**config.mk**
```make
export PLATFORM = sky130hd
export DESIGN_NAME = lcd_panel_top
export DESIGN_NICKNAME = d
export VERILOG_FILES = /design/src/video_timing_pkg.sv /design/src/pixel_pkg.sv /design/src/lcd_timing_gen.sv /design/src/colour_channel.sv /design/src/lcd_serializer.sv /design/src/lcd_panel_top.sv
export SDC_FILE = /design/constraint.sdc
export NUM_CORES = 1
export LEC_CHECK = 0
export BUFFER_PORTS_ARGS = -buffer_cell sky130_fd_sc_hd__buf_2
export CORE_UTILIZATION = 30
export DETAILED_ROUTE_END_ITERATION = 10
export GPL_ROUTABILITY_DRIVEN = 1
export MAX_ROUTING_LAYER = met4
export PLACE_DENSITY_LB_ADDON = 0.15
export SLEW_MARGIN = 10
export SYNTH_ARGS = -nofsm -noshare
export SYNTH_HDL_FRONTEND = slang
export SYNTH_SLANG_ARGS = --single-unit
```
**constraint.sdc**
```tcl
create_clock -name pixclk -period 3.3 [get_ports pixclk]
set_clock_uncertainty 0.05 [all_clocks]
set_input_delay 0.33 -clock pixclk [delete_from_list [all_inputs] [get_ports pixclk]]
set_output_delay 0.33 -clock pixclk [all_outputs]
set_load 0.03 [all_outputs]
```
**src/video_timing_pkg.sv**
```systemverilog
// panel geometry and sync types for a 320x240 serial-RGB panel
// each pixel is three pixclk cycles on the bus, red then green then blue
// counters are 10 bits, so totals must stay below 1024
package video_timing_pkg;

  // horizontal geometry in pixels
  localparam int H_ACTIVE = 320;
  localparam int H_FRONT  = 20;
  localparam int H_SYNC   = 30;
  localparam int H_BACK   = 38;
  localparam int H_TOTAL  = H_ACTIVE + H_FRONT + H_SYNC + H_BACK;

  // vertical geometry in lines
  localparam int V_ACTIVE = 240;
  localparam int V_FRONT  = 4;
  localparam int V_SYNC   = 2;
  localparam int V_BACK   = 14;
  localparam int V_TOTAL  = V_ACTIVE + V_FRONT + V_SYNC + V_BACK;

  // byte phase within a pixel
  localparam int BYTES_PER_PIXEL = 3;
  localparam int PHASE_W         = 2;

  // counter widths
  localparam int H_W = 10;
  localparam int V_W = 10;

  // panel control lines, syncs are active low
  typedef struct packed {
    logic hsync_n;
    logic vsync_n;
    logic den;
  } lcd_sync_t;

  // position of the byte currently being generated
  // phase 0 red, 1 green, 2 blue
  typedef struct packed {
    logic [H_W-1:0]     h_pos;
    logic [V_W-1:0]     v_pos;
    logic [PHASE_W-1:0] phase;
  } pixel_pos_t;

endpackage

```
**src/pixel_pkg.sv**
```systemverilog
// colour types and test pattern constants
// channel index doubles as the byte phase on the bus
// BAND_WIDTH must be a power of two
package pixel_pkg;

  // one byte per colour, red in the top byte
  typedef struct packed {
    logic [7:0] red;
    logic [7:0] green;
    logic [7:0] blue;
  } rgb_t;

  // channel order matches the byte order on lcd_dat
  localparam int CH_RED     = 0;
  localparam int CH_GREEN   = 1;
  localparam int CH_BLUE    = 2;
  localparam int N_CHANNELS = 3;

  // rainbow pattern
  // five bands across the active width, black beyond
  localparam int BAND_WIDTH = 64;
  localparam int N_BANDS    = 5;

endpackage

```
**src/lcd_timing_gen.sv**
```systemverilog
// raster counters for the serial-RGB panel, one byte phase per pixclk
// pos and sync are registered and describe the same byte in every cycle
// after reset the raster starts at the first active byte
`timescale 1ns/10ps

module lcd_timing_gen
(
  input  logic                         pixclk,
  input  logic                         rst_n,
  output video_timing_pkg::pixel_pos_t pos,
  output video_timing_pkg::lcd_sync_t  sync
);
  import video_timing_pkg::*;

  pixel_pos_t pos_nxt;

  // sync levels for a given raster position
  function automatic lcd_sync_t sync_of(input pixel_pos_t p);
    lcd_sync_t s;
    // hsync covers the pixels after the front porch
    s.hsync_n = !((p.h_pos >= H_W'(H_ACTIVE + H_FRONT)) &&
                  (p.h_pos <  H_W'(H_ACTIVE + H_FRONT + H_SYNC)));
    // vsync is low for whole lines, all phases included
    s.vsync_n = !((p.v_pos >= V_W'(V_ACTIVE + V_FRONT)) &&
                  (p.v_pos <  V_W'(V_ACTIVE + V_FRONT + V_SYNC)));
    s.den     = (p.h_pos < H_W'(H_ACTIVE)) && (p.v_pos < V_W'(V_ACTIVE));
    return s;
  endfunction

  // phase -> h_pos -> v_pos carry chain
  always_comb
  begin
    pos_nxt = pos;
    if (pos.phase == PHASE_W'(BYTES_PER_PIXEL - 1))
    begin
      pos_nxt.phase = '0;
      if (pos.h_pos == H_W'(H_TOTAL - 1))
      begin
        pos_nxt.h_pos = '0;
        // frame wrap
        if (pos.v_pos == V_W'(V_TOTAL - 1))
        begin
          pos_nxt.v_pos = '0;
        end
        else
        begin
          pos_nxt.v_pos = pos.v_pos + 1'b1;
        end
      end
      else
      begin
        pos_nxt.h_pos = pos.h_pos + 1'b1;
      end
    end
    else
    begin
      pos_nxt.phase = pos.phase + 1'b1;
    end
  end

  // sync decoded from the next state so both registers line up
  always_ff @(posedge pixclk)
  begin
    if (!rst_n)
    begin
      pos  <= '0;
      sync <= sync_of('0);
    end
    else
    begin
      pos  <= pos_nxt;
      sync <= sync_of(pos_nxt);
    end
  end

  // only three phases per pixel
  a_phase_range : assert property (
    @(posedge pixclk) disable iff (!rst_n)
    pos.phase != PHASE_W'(BYTES_PER_PIXEL)
  ) else $error("lcd_timing_gen: phase reached %0d", pos.phase);

  // line counter wraps before H_TOTAL
  a_h_range : assert property (
    @(posedge pixclk) disable iff (!rst_n)
    pos.h_pos < H_W'(H_TOTAL)
  ) else $error("lcd_timing_gen: h_pos %0d out of range", pos.h_pos);

endmodule

```
**src/colour_channel.sv**
```systemverilog
// intensity of one colour for the current pixel
// rainbow uses h_pos only; blanking happens downstream via den
// CHANNEL selects red, green or blue as in pixel_pkg
`timescale 1ns/10ps

module colour_channel
#(
  parameter int CHANNEL = 0
)
(
  input  logic                             pixclk,
  input  logic                             rst_n,
  input  logic [video_timing_pkg::H_W-1:0] h_pos,
  input  logic                             pattern_sel,
  input  logic [7:0]                       fill,
  output logic [7:0]                       level
);
  import pixel_pkg::*;

  // band number is h_pos above the ramp bits
  localparam int BAND_BITS  = $clog2(BAND_WIDTH);
  localparam int BAND_IDX_W = $bits(h_pos) - BAND_BITS;

  logic [BAND_IDX_W-1:0] band;
  logic [N_CHANNELS-1:0] lit;
  logic [7:0]            ramp;
  logic [7:0]            level_nxt;

  // which colours a band turns on
  function automatic logic [N_CHANNELS-1:0] band_lights(input logic [BAND_IDX_W-1:0] b);
    logic [N_CHANNELS-1:0] m;
    m = '0;
    case (b)
      0: m[CH_RED] = 1'b1;
      1: m[CH_GREEN] = 1'b1;
      2: m[CH_BLUE] = 1'b1;
      3: m = '1;
      4:
      begin
        m[CH_RED]  = 1'b1;
        m[CH_BLUE] = 1'b1;
      end
      default: m = '0;
    endcase
    return m;
  endfunction

  assign band = h_pos[$bits(h_pos)-1:BAND_BITS];

  // low bits of h_pos as a rising ramp within the band
  assign ramp = {h_pos[BAND_BITS-1:0], {(8 - BAND_BITS){1'b0}}};

  // black past the last band
  assign lit = (band < BAND_IDX_W'(N_BANDS)) ? band_lights(band) : '0;

  // solid fill overrides the rainbow
  assign level_nxt = pattern_sel  ? fill :
                     lit[CHANNEL] ? ramp : 8'd0;

  always_ff @(posedge pixclk)
  begin
    if (!rst_n)
    begin
      level <= '0;
    end
    else
    begin
      level <= level_nxt;
    end
  end

endmodule

```
**src/lcd_serializer.sv**
```systemverilog
// puts the three colour bytes on the 8-bit bus, one per pixclk
// colour arrives one cycle after its position, syncs two cycles early
// bytes outside den are driven as 0
`timescale 1ns/10ps

module lcd_serializer
(
  input  logic                                 pixclk,
  input  logic                                 rst_n,
  input  logic [video_timing_pkg::PHASE_W-1:0] phase,
  input  video_timing_pkg::lcd_sync_t          sync_in,
  input  pixel_pkg::rgb_t                      colour,
  output logic [7:0]                           lcd_dat,
  output logic                                 lcd_hsync_n,
  output logic                                 lcd_vsync_n,
  output logic                                 lcd_den
);
  import video_timing_pkg::*;
  import pixel_pkg::*;

  // idle bus levels, syncs high and no data
  localparam lcd_sync_t SYNC_IDLE = '{hsync_n: 1'b1, vsync_n: 1'b1, den: 1'b0};

  logic [PHASE_W-1:0] phase_d1;
  lcd_sync_t          sync_d1;
  lcd_sync_t          sync_d2;
  logic [7:0]         byte_sel;

  // phase_d1 lines up with the channel outputs
  always_comb
  begin
    case (phase_d1)
      PHASE_W'(CH_RED):   byte_sel = colour.red;
      PHASE_W'(CH_GREEN): byte_sel = colour.green;
      PHASE_W'(CH_BLUE):  byte_sel = colour.blue;
      default:            byte_sel = 8'd0;
    endcase
  end

  always_ff @(posedge pixclk)
  begin
    if (!rst_n)
    begin
      phase_d1 <= '0;
      sync_d1  <= SYNC_IDLE;
      sync_d2  <= SYNC_IDLE;
      lcd_dat  <= '0;
    end
    else
    begin
      phase_d1 <= phase;
      sync_d1  <= sync_in;
      // second stage matches the data register
      sync_d2  <= sync_d1;
      // blank outside the active area
      lcd_dat  <= sync_d1.den ? byte_sel : 8'd0;
    end
  end

  assign lcd_hsync_n = sync_d2.hsync_n;
  assign lcd_vsync_n = sync_d2.vsync_n;
  assign lcd_den     = sync_d2.den;

  // each active run starts on a red byte
  // phase of the shown byte was in phase_d1 one cycle back
  a_den_on_red : assert property (
    @(posedge pixclk) disable iff (!rst_n)
    $rose(lcd_den) |-> ($past(phase_d1) == PHASE_W'(CH_RED))
  ) else $error("lcd_serializer: den rose on phase %0d", $past(phase_d1));

endmodule

```
**src/lcd_panel_top.sv**
```systemverilog
// serial-RGB LCD pattern subsystem, 8-bit bus, three bytes per pixel
// pixclk comes from outside; dclk to the panel is pixclk itself
// pattern_sel and solid_colour take effect on lcd_dat two cycles later
`timescale 1ns/10ps

module lcd_panel_top
(
  input  logic            pixclk,
  input  logic            rst_n,
  input  logic            pattern_sel,
  input  pixel_pkg::rgb_t solid_colour,
  output logic [7:0]      lcd_dat,
  output logic            lcd_hsync_n,
  output logic            lcd_vsync_n,
  output logic            lcd_den
);
  import video_timing_pkg::*;
  import pixel_pkg::*;

  pixel_pos_t pos;
  lcd_sync_t  sync;

  // ascending index puts red at index 0, same as CH_RED
  logic [0:N_CHANNELS-1][7:0] fill_bytes;
  logic [0:N_CHANNELS-1][7:0] level_bytes;
  rgb_t                       colour;

  assign fill_bytes = solid_colour;
  assign colour     = level_bytes;

  // raster counters and syncs
  lcd_timing_gen i_lcd_timing_gen
  (
    .pixclk (pixclk),
    .rst_n  (rst_n),
    .pos    (pos),
    .sync   (sync)
  );

  // one intensity unit per colour
  for (genvar ch = 0; ch < N_CHANNELS; ch++)
  begin : g_channel
    colour_channel #(.CHANNEL(ch)) i_colour_channel
    (
      .pixclk      (pixclk),
      .rst_n       (rst_n),
      .h_pos       (pos.h_pos),
      .pattern_sel (pattern_sel),
      .fill        (fill_bytes[ch]),
      .level       (level_bytes[ch])
    );
  end

  // byte mux and sync alignment
  lcd_serializer i_lcd_serializer
  (
    .pixclk      (pixclk),
    .rst_n       (rst_n),
    .phase       (pos.phase),
    .sync_in     (sync),
    .colour      (colour),
    .lcd_dat     (lcd_dat),
    .lcd_hsync_n (lcd_hsync_n),
    .lcd_vsync_n (lcd_vsync_n),
    .lcd_den     (lcd_den)
  );

endmodule

```
==> run_summary.xml <==
<?xml version="1.0" encoding="UTF-8"?>
<metrics>
  <group name="outcome">
    <metric name="run_status" unit="">complete, no violations</metric>
  </group>
  <group name="clock_tree">
    <metric name="cts-htree-levels" unit="">3</metric>
    <metric name="cts_max_path_buffers" unit="">2</metric>
    <metric name="cts-root-buf" unit="">sky130_fd_sc_hd__clkbuf_8</metric>
    <metric name="worstSkewPairLatency" unit="ps">340</metric>
    <metric name="postCtsSetupBuffers" unit="">0</metric>
    <metric name="cts-buffers-inserted" unit="">9</metric>
    <metric name="clkSinkCount" unit="">65</metric>
    <metric name="cts_hold_repair.buffers" unit="">0</metric>
    <metric name="ctsResizeCount" unit="">0</metric>
    <metric name="worst_setup_hold_path_clk_slew" unit="ps">80</metric>
    <metric name="tritoncts" unit="">built</metric>
  </group>
  <group name="sta">
    <metric name="slew_viol_final" unit="">0</metric>
    <metric name="max_freq" unit="MHz">395.4</metric>
    <metric name="post_route_clock_period_utilization" unit="%">76.65</metric>
    <metric name="finalHoldViolCount" unit="">0</metric>
    <metric name="worst-slew-pin-transition" unit="ps">638.8</metric>
    <metric name="relSlewSlack" unit="%">57.32</metric>
    <metric name="setup_viol" unit="">0</metric>
    <metric name="final_period_minus_worst_setup_slack" unit="ps">2529</metric>
    <metric name="grt_setup_unrepaired" unit="">false</metric>
    <metric name="fin_setup_tns" unit="ps">0</metric>
  </group>
  <group name="hold_path">
    <metric name="hold_path.startpoint" unit="">solid_colour[17]</metric>
    <metric name="worstHoldEndpoint" unit="">g_channel[0].i_colour_channel.level[1]$_SDFF_PN0_</metric>
    <metric name="min_delay_worst_type" unit="">in -&gt; reg</metric>
    <metric name="hold_path_depth" unit="">2</metric>
  </group>
  <group name="synthesis">
    <metric name="synth.lib_cells_used.distinct" unit="">49</metric>
    <metric name="seq_area_frac_synth" unit="%">44.11</metric>
    <metric name="synth_top_flop_cell" unit="">sky130_fd_sc_hd__dfxtp_1</metric>
    <metric name="synth_async_sr_flop_share" unit="%">0</metric>
    <metric name="post_synth_main_area_contributors" unit="">sky130_fd_sc_hd__dfxtp_1 (44%), sky130_fd_sc_hd__nor2b_1 (5.5%), sky130_fd_sc_hd__a22oi_1 (4.8%), sky130_fd_sc_hd__nor2_1 (4.7%), sky130_fd_sc_hd__mux2i_1 (3.4%)</metric>
    <metric name="synth-edff-count" unit="">0</metric>
    <metric name="synth_largest_type_area_fraction" unit="%">44.11</metric>
    <metric name="post_synth_instance_area" unit="sq mm">0.002950</metric>
    <metric name="yosysWarningCount" unit="">0</metric>
    <metric name="synth.largest_area_cell" unit="">sky130_fd_sc_hd__dfxtp_1</metric>
    <metric name="syn-mean-instance-area" unit="sq um">9.078</metric>
    <metric name="synthesis.instances" unit="">325</metric>
    <metric name="postSynthNetCount" unit="">355</metric>
    <metric name="synth-seq-cells" unit="">65</metric>
  </group>
  <group name="routing">
    <metric name="remaining_drc_errors" unit="">0</metric>
    <metric name="maxUsedRoutingLayer" unit="">met4</metric>
    <metric name="drtAntennaViolNets" unit="">0</metric>
    <metric name="drt-total-wl" unit="um">6437</metric>
    <metric name="drt-wirelength-per-cell" unit="um">13.22</metric>
    <metric name="route.detailed.vias_per_inst" unit="">4.758</metric>
    <metric name="drt-initial-drc-count" unit="">97</metric>
    <metric name="drt-pass1-iter-count" unit="">4</metric>
    <metric name="routed-wl-met3" unit="um">219</metric>
    <metric name="detailed_routed_wire_length_on_met2" unit="um">3038</metric>
    <metric name="detail_route.wirelength.met1" unit="um">3127</metric>
    <metric name="dr_total_vias" unit="">2317</metric>
  </group>
  <group name="floorplan">
    <metric name="io-pin-count" unit="">38</metric>
    <metric name="dieHeight" unit="um">101.2</metric>
    <metric name="std_cell_rows" unit="">35</metric>
    <metric name="floorplan.die.width" unit="um">101.2</metric>
    <metric name="initial_utilization" unit="%">31.48</metric>
    <metric name="core" unit="sq mm">0.009371</metric>
    <metric name="total_die_area" unit="sq mm">0.01024</metric>
  </group>
  <group name="setup_path">
    <metric name="reg2reg_from" unit="">i_lcd_timing_gen.pos[13]$_SDFF_PN0_</metric>
    <metric name="cp_max_fo" unit="">9</metric>
    <metric name="cp.arrival" unit="ps">2730</metric>
    <metric name="critical_path_capture_point_type" unit="">flop</metric>
    <metric name="rr_worst_depth" unit="">6</metric>
    <metric name="critical_path_class" unit="">reg -&gt; reg</metric>
    <metric name="worst_r2r_endpoint" unit="">i_lcd_timing_gen.sync[0]$_SDFF_PN1_</metric>
    <metric name="cp_data_required_time" unit="ps">3500</metric>
    <metric name="cp-start-kind" unit="">flop</metric>
    <metric name="setup.reg_to_reg.worst_slack" unit="ps">770</metric>
  </group>
  <group name="cells_and_area">
    <metric name="multi_input_area" unit="sq mm">0.001490</metric>
    <metric name="post_route_cells_drive_above_1_share" unit="%">18.99</metric>
    <metric name="area.growth.synth_to_final" unit="%">15.90</metric>
    <metric name="finish.net_count" unit="">383</metric>
    <metric name="post-route-util" unit="%">36.49</metric>
    <metric name="ff_latch_area" unit="sq mm">0.001301</metric>
    <metric name="n_antenna_cell" unit="">0</metric>
    <metric name="num-fill-cells" unit="">991</metric>
  </group>
  <group name="power_and_ir_drop">
    <metric name="ir_worst_vdd" unit="V">0.0001568</metric>
    <metric name="leakage" unit="nW">1.338</metric>
    <metric name="power.density" unit="mW/mm^2">504.1</metric>
  </group>
  <group name="global_route">
    <metric name="grt_use_total" unit="%">14.60</metric>
    <metric name="first_global_vias" unit="">2243</metric>
    <metric name="grt_max_degree" unit="">35</metric>
    <metric name="grt_remaining_overflow" unit="">0</metric>
    <metric name="grt_antenna_before_repair" unit="">0</metric>
    <metric name="grt_first_pass_wirelength" unit="um">11140</metric>
  </group>
  <group name="placed_design">
    <metric name="placement.io_buffers" unit="">37</metric>
    <metric name="dp_hpwl" unit="um">4481</metric>
    <metric name="globalplace.congestion" unit="">0.7852</metric>
  </group>
  <group name="flow_run">
    <metric name="reported_max_cap_violation_count" unit="">0</metric>
  </group>
</metrics>
[Yosys cell counts, types with 2 or more instances]
cell,instances
sky130_fd_sc_hd__nand2_1,16
sky130_fd_sc_hd__nand4_1,6
sky130_fd_sc_hd__mux2i_1,10
sky130_fd_sc_hd__a21oi_1,14
sky130_fd_sc_hd__ha_1,3
sky130_fd_sc_hd__xnor2_1,9
sky130_fd_sc_hd__nand3b_1,2
sky130_fd_sc_hd__nand2b_2,2
sky130_fd_sc_hd__and2_1,9
sky130_fd_sc_hd__clkbuf_1,13
sky130_fd_sc_hd__nand2b_1,7
sky130_fd_sc_hd__or3_1,3
sky130_fd_sc_hd__buf_2,3
sky130_fd_sc_hd__nor2b_1,26
sky130_fd_sc_hd__xor2_1,4
sky130_fd_sc_hd__inv_1,7
sky130_fd_sc_hd__buf_6,3
sky130_fd_sc_hd__nor2_1,37
sky130_fd_sc_hd__a22oi_1,19
sky130_fd_sc_hd__or4_1,3
sky130_fd_sc_hd__o21ai_0,7
sky130_fd_sc_hd__or2_2,2
sky130_fd_sc_hd__o2111ai_1,5
sky130_fd_sc_hd__a21boi_0,3
sky130_fd_sc_hd__nand3_1,10
sky130_fd_sc_hd__buf_4,2
sky130_fd_sc_hd__o31ai_1,2
sky130_fd_sc_hd__o311ai_0,2
sky130_fd_sc_hd__and3_1,7
sky130_fd_sc_hd__nor3_1,5
sky130_fd_sc_hd__a21boi_1,2
sky130_fd_sc_hd__dfxtp_1,65
[registers in the layout, summed over array words and instances, names as in the netlist, 2 cells and up]
name / flops
i_lcd_serializer.phase_d1: 2
i_lcd_timing_gen.sync: 3
i_lcd_serializer.lcd_dat: 8
i_lcd_serializer.sync_d1: 3
i_lcd_timing_gen.pos: 22
g_channel.i_colour_channel.level: 24
[layout make-up]
| cell class | instances | area share (%) |
|---|---|---|
| clock inverters | 7 | 2.927 |
| inverters | 8 | 1.244 |
| repair buffers | 39 | 5.854 |
| flip-flops and latches | 65 | 38.05 |
| multi-input cells | 230 | 43.58 |
| well taps | 129 | 4.720 |
| clock buffers | 9 | 3.622 |
[worst max-delay path, cell delays in order (launching register included)]
cell and delay (ps):
sky130_fd_sc_hd__dfxtp_1 420, sky130_fd_sc_hd__ha_1 290, sky130_fd_sc_hd__or3b_4 430, sky130_fd_sc_hd__nor4_4 520, sky130_fd_sc_hd__o2111ai_1 230, sky130_fd_sc_hd__and2_1 220
sky130_fd_sc_hd__o41ai_2 290
[worst max-delay path by stage]
stage / to / from / cells after the start
finish: i_lcd_timing_gen.sync[0]$_SDFF_PN1_ / i_lcd_timing_gen.pos[13]$_SDFF_PN0_ / 6
floorplan: i_lcd_timing_gen.sync[0]$_SDFF_PN1_ / i_lcd_timing_gen.pos[12]$_SDFF_PN0_ / 6
detailed placement: i_lcd_timing_gen.sync[0]$_SDFF_PN1_ / i_lcd_timing_gen.pos[12]$_SDFF_PN0_ / 6
CTS: i_lcd_timing_gen.sync[0]$_SDFF_PN1_ / i_lcd_timing_gen.pos[13]$_SDFF_PN0_ / 6
global placement: i_lcd_timing_gen.sync[0]$_SDFF_PN1_ / i_lcd_timing_gen.pos[0]$_SDFF_PP0_ / 7
global route: i_lcd_timing_gen.sync[0]$_SDFF_PN1_ / i_lcd_timing_gen.pos[13]$_SDFF_PN0_ / 6
[layout by cell type (no fill, tap or decap), drive strengths merged, types with 10 or more instances in the layout]
cell   count
a21oi     14
a22oi     19
buf       39
dfxtp     65
inv       10
mux2i     10
nand2     16
nand3     10
nor2      37
nor2b     26
[per-stage QoR]
step	setup WS (ps)	hold WS (ps)	total power, mW	instances	instance area, sq um
final	770.6	173.8	1.724	487	3420
after global routing	537.2	154.8	1.811	487	3420
after CTS	744.6	157.8	1.749	487	3420
after detailed placement	770.6	348.4	0.9685	471	3196
after global placement	831.0	345.0	0.9690	471	3196
after floorplan	1106	336.3	0.9294	325	2950
[routing by layer]
metal	vias up	track usage (%)
met5	-	-
met4	0	5.686
met3	7	3.796
met2	31	22.97
met1	1090	17.84
li1	1189	-
[report_power, final]
part	internal [mW]	total, mW	switching, mW
Sequential	0.810	0.830	0.0198
Combinational	0.0525	0.118	0.0656
Clock	0.433	0.776	0.342
[cells by family (layout without fill, tap and decap cells)]
group / after synthesis / in the layout / share of synthesized area [%]
compound gates: 61 / 61 / 14.67
xor+xnor: 13 / 13 / 3.859
fa+ha+maj: 3 / 3 / 1.272
buf+inv: 30 / 63 / 5.386
flops: 65 / 65 / 44.11
mux: 10 / 10 / 3.393
simple gates: 143 / 143 / 27.31
Power figures use the tool's default switching activity.
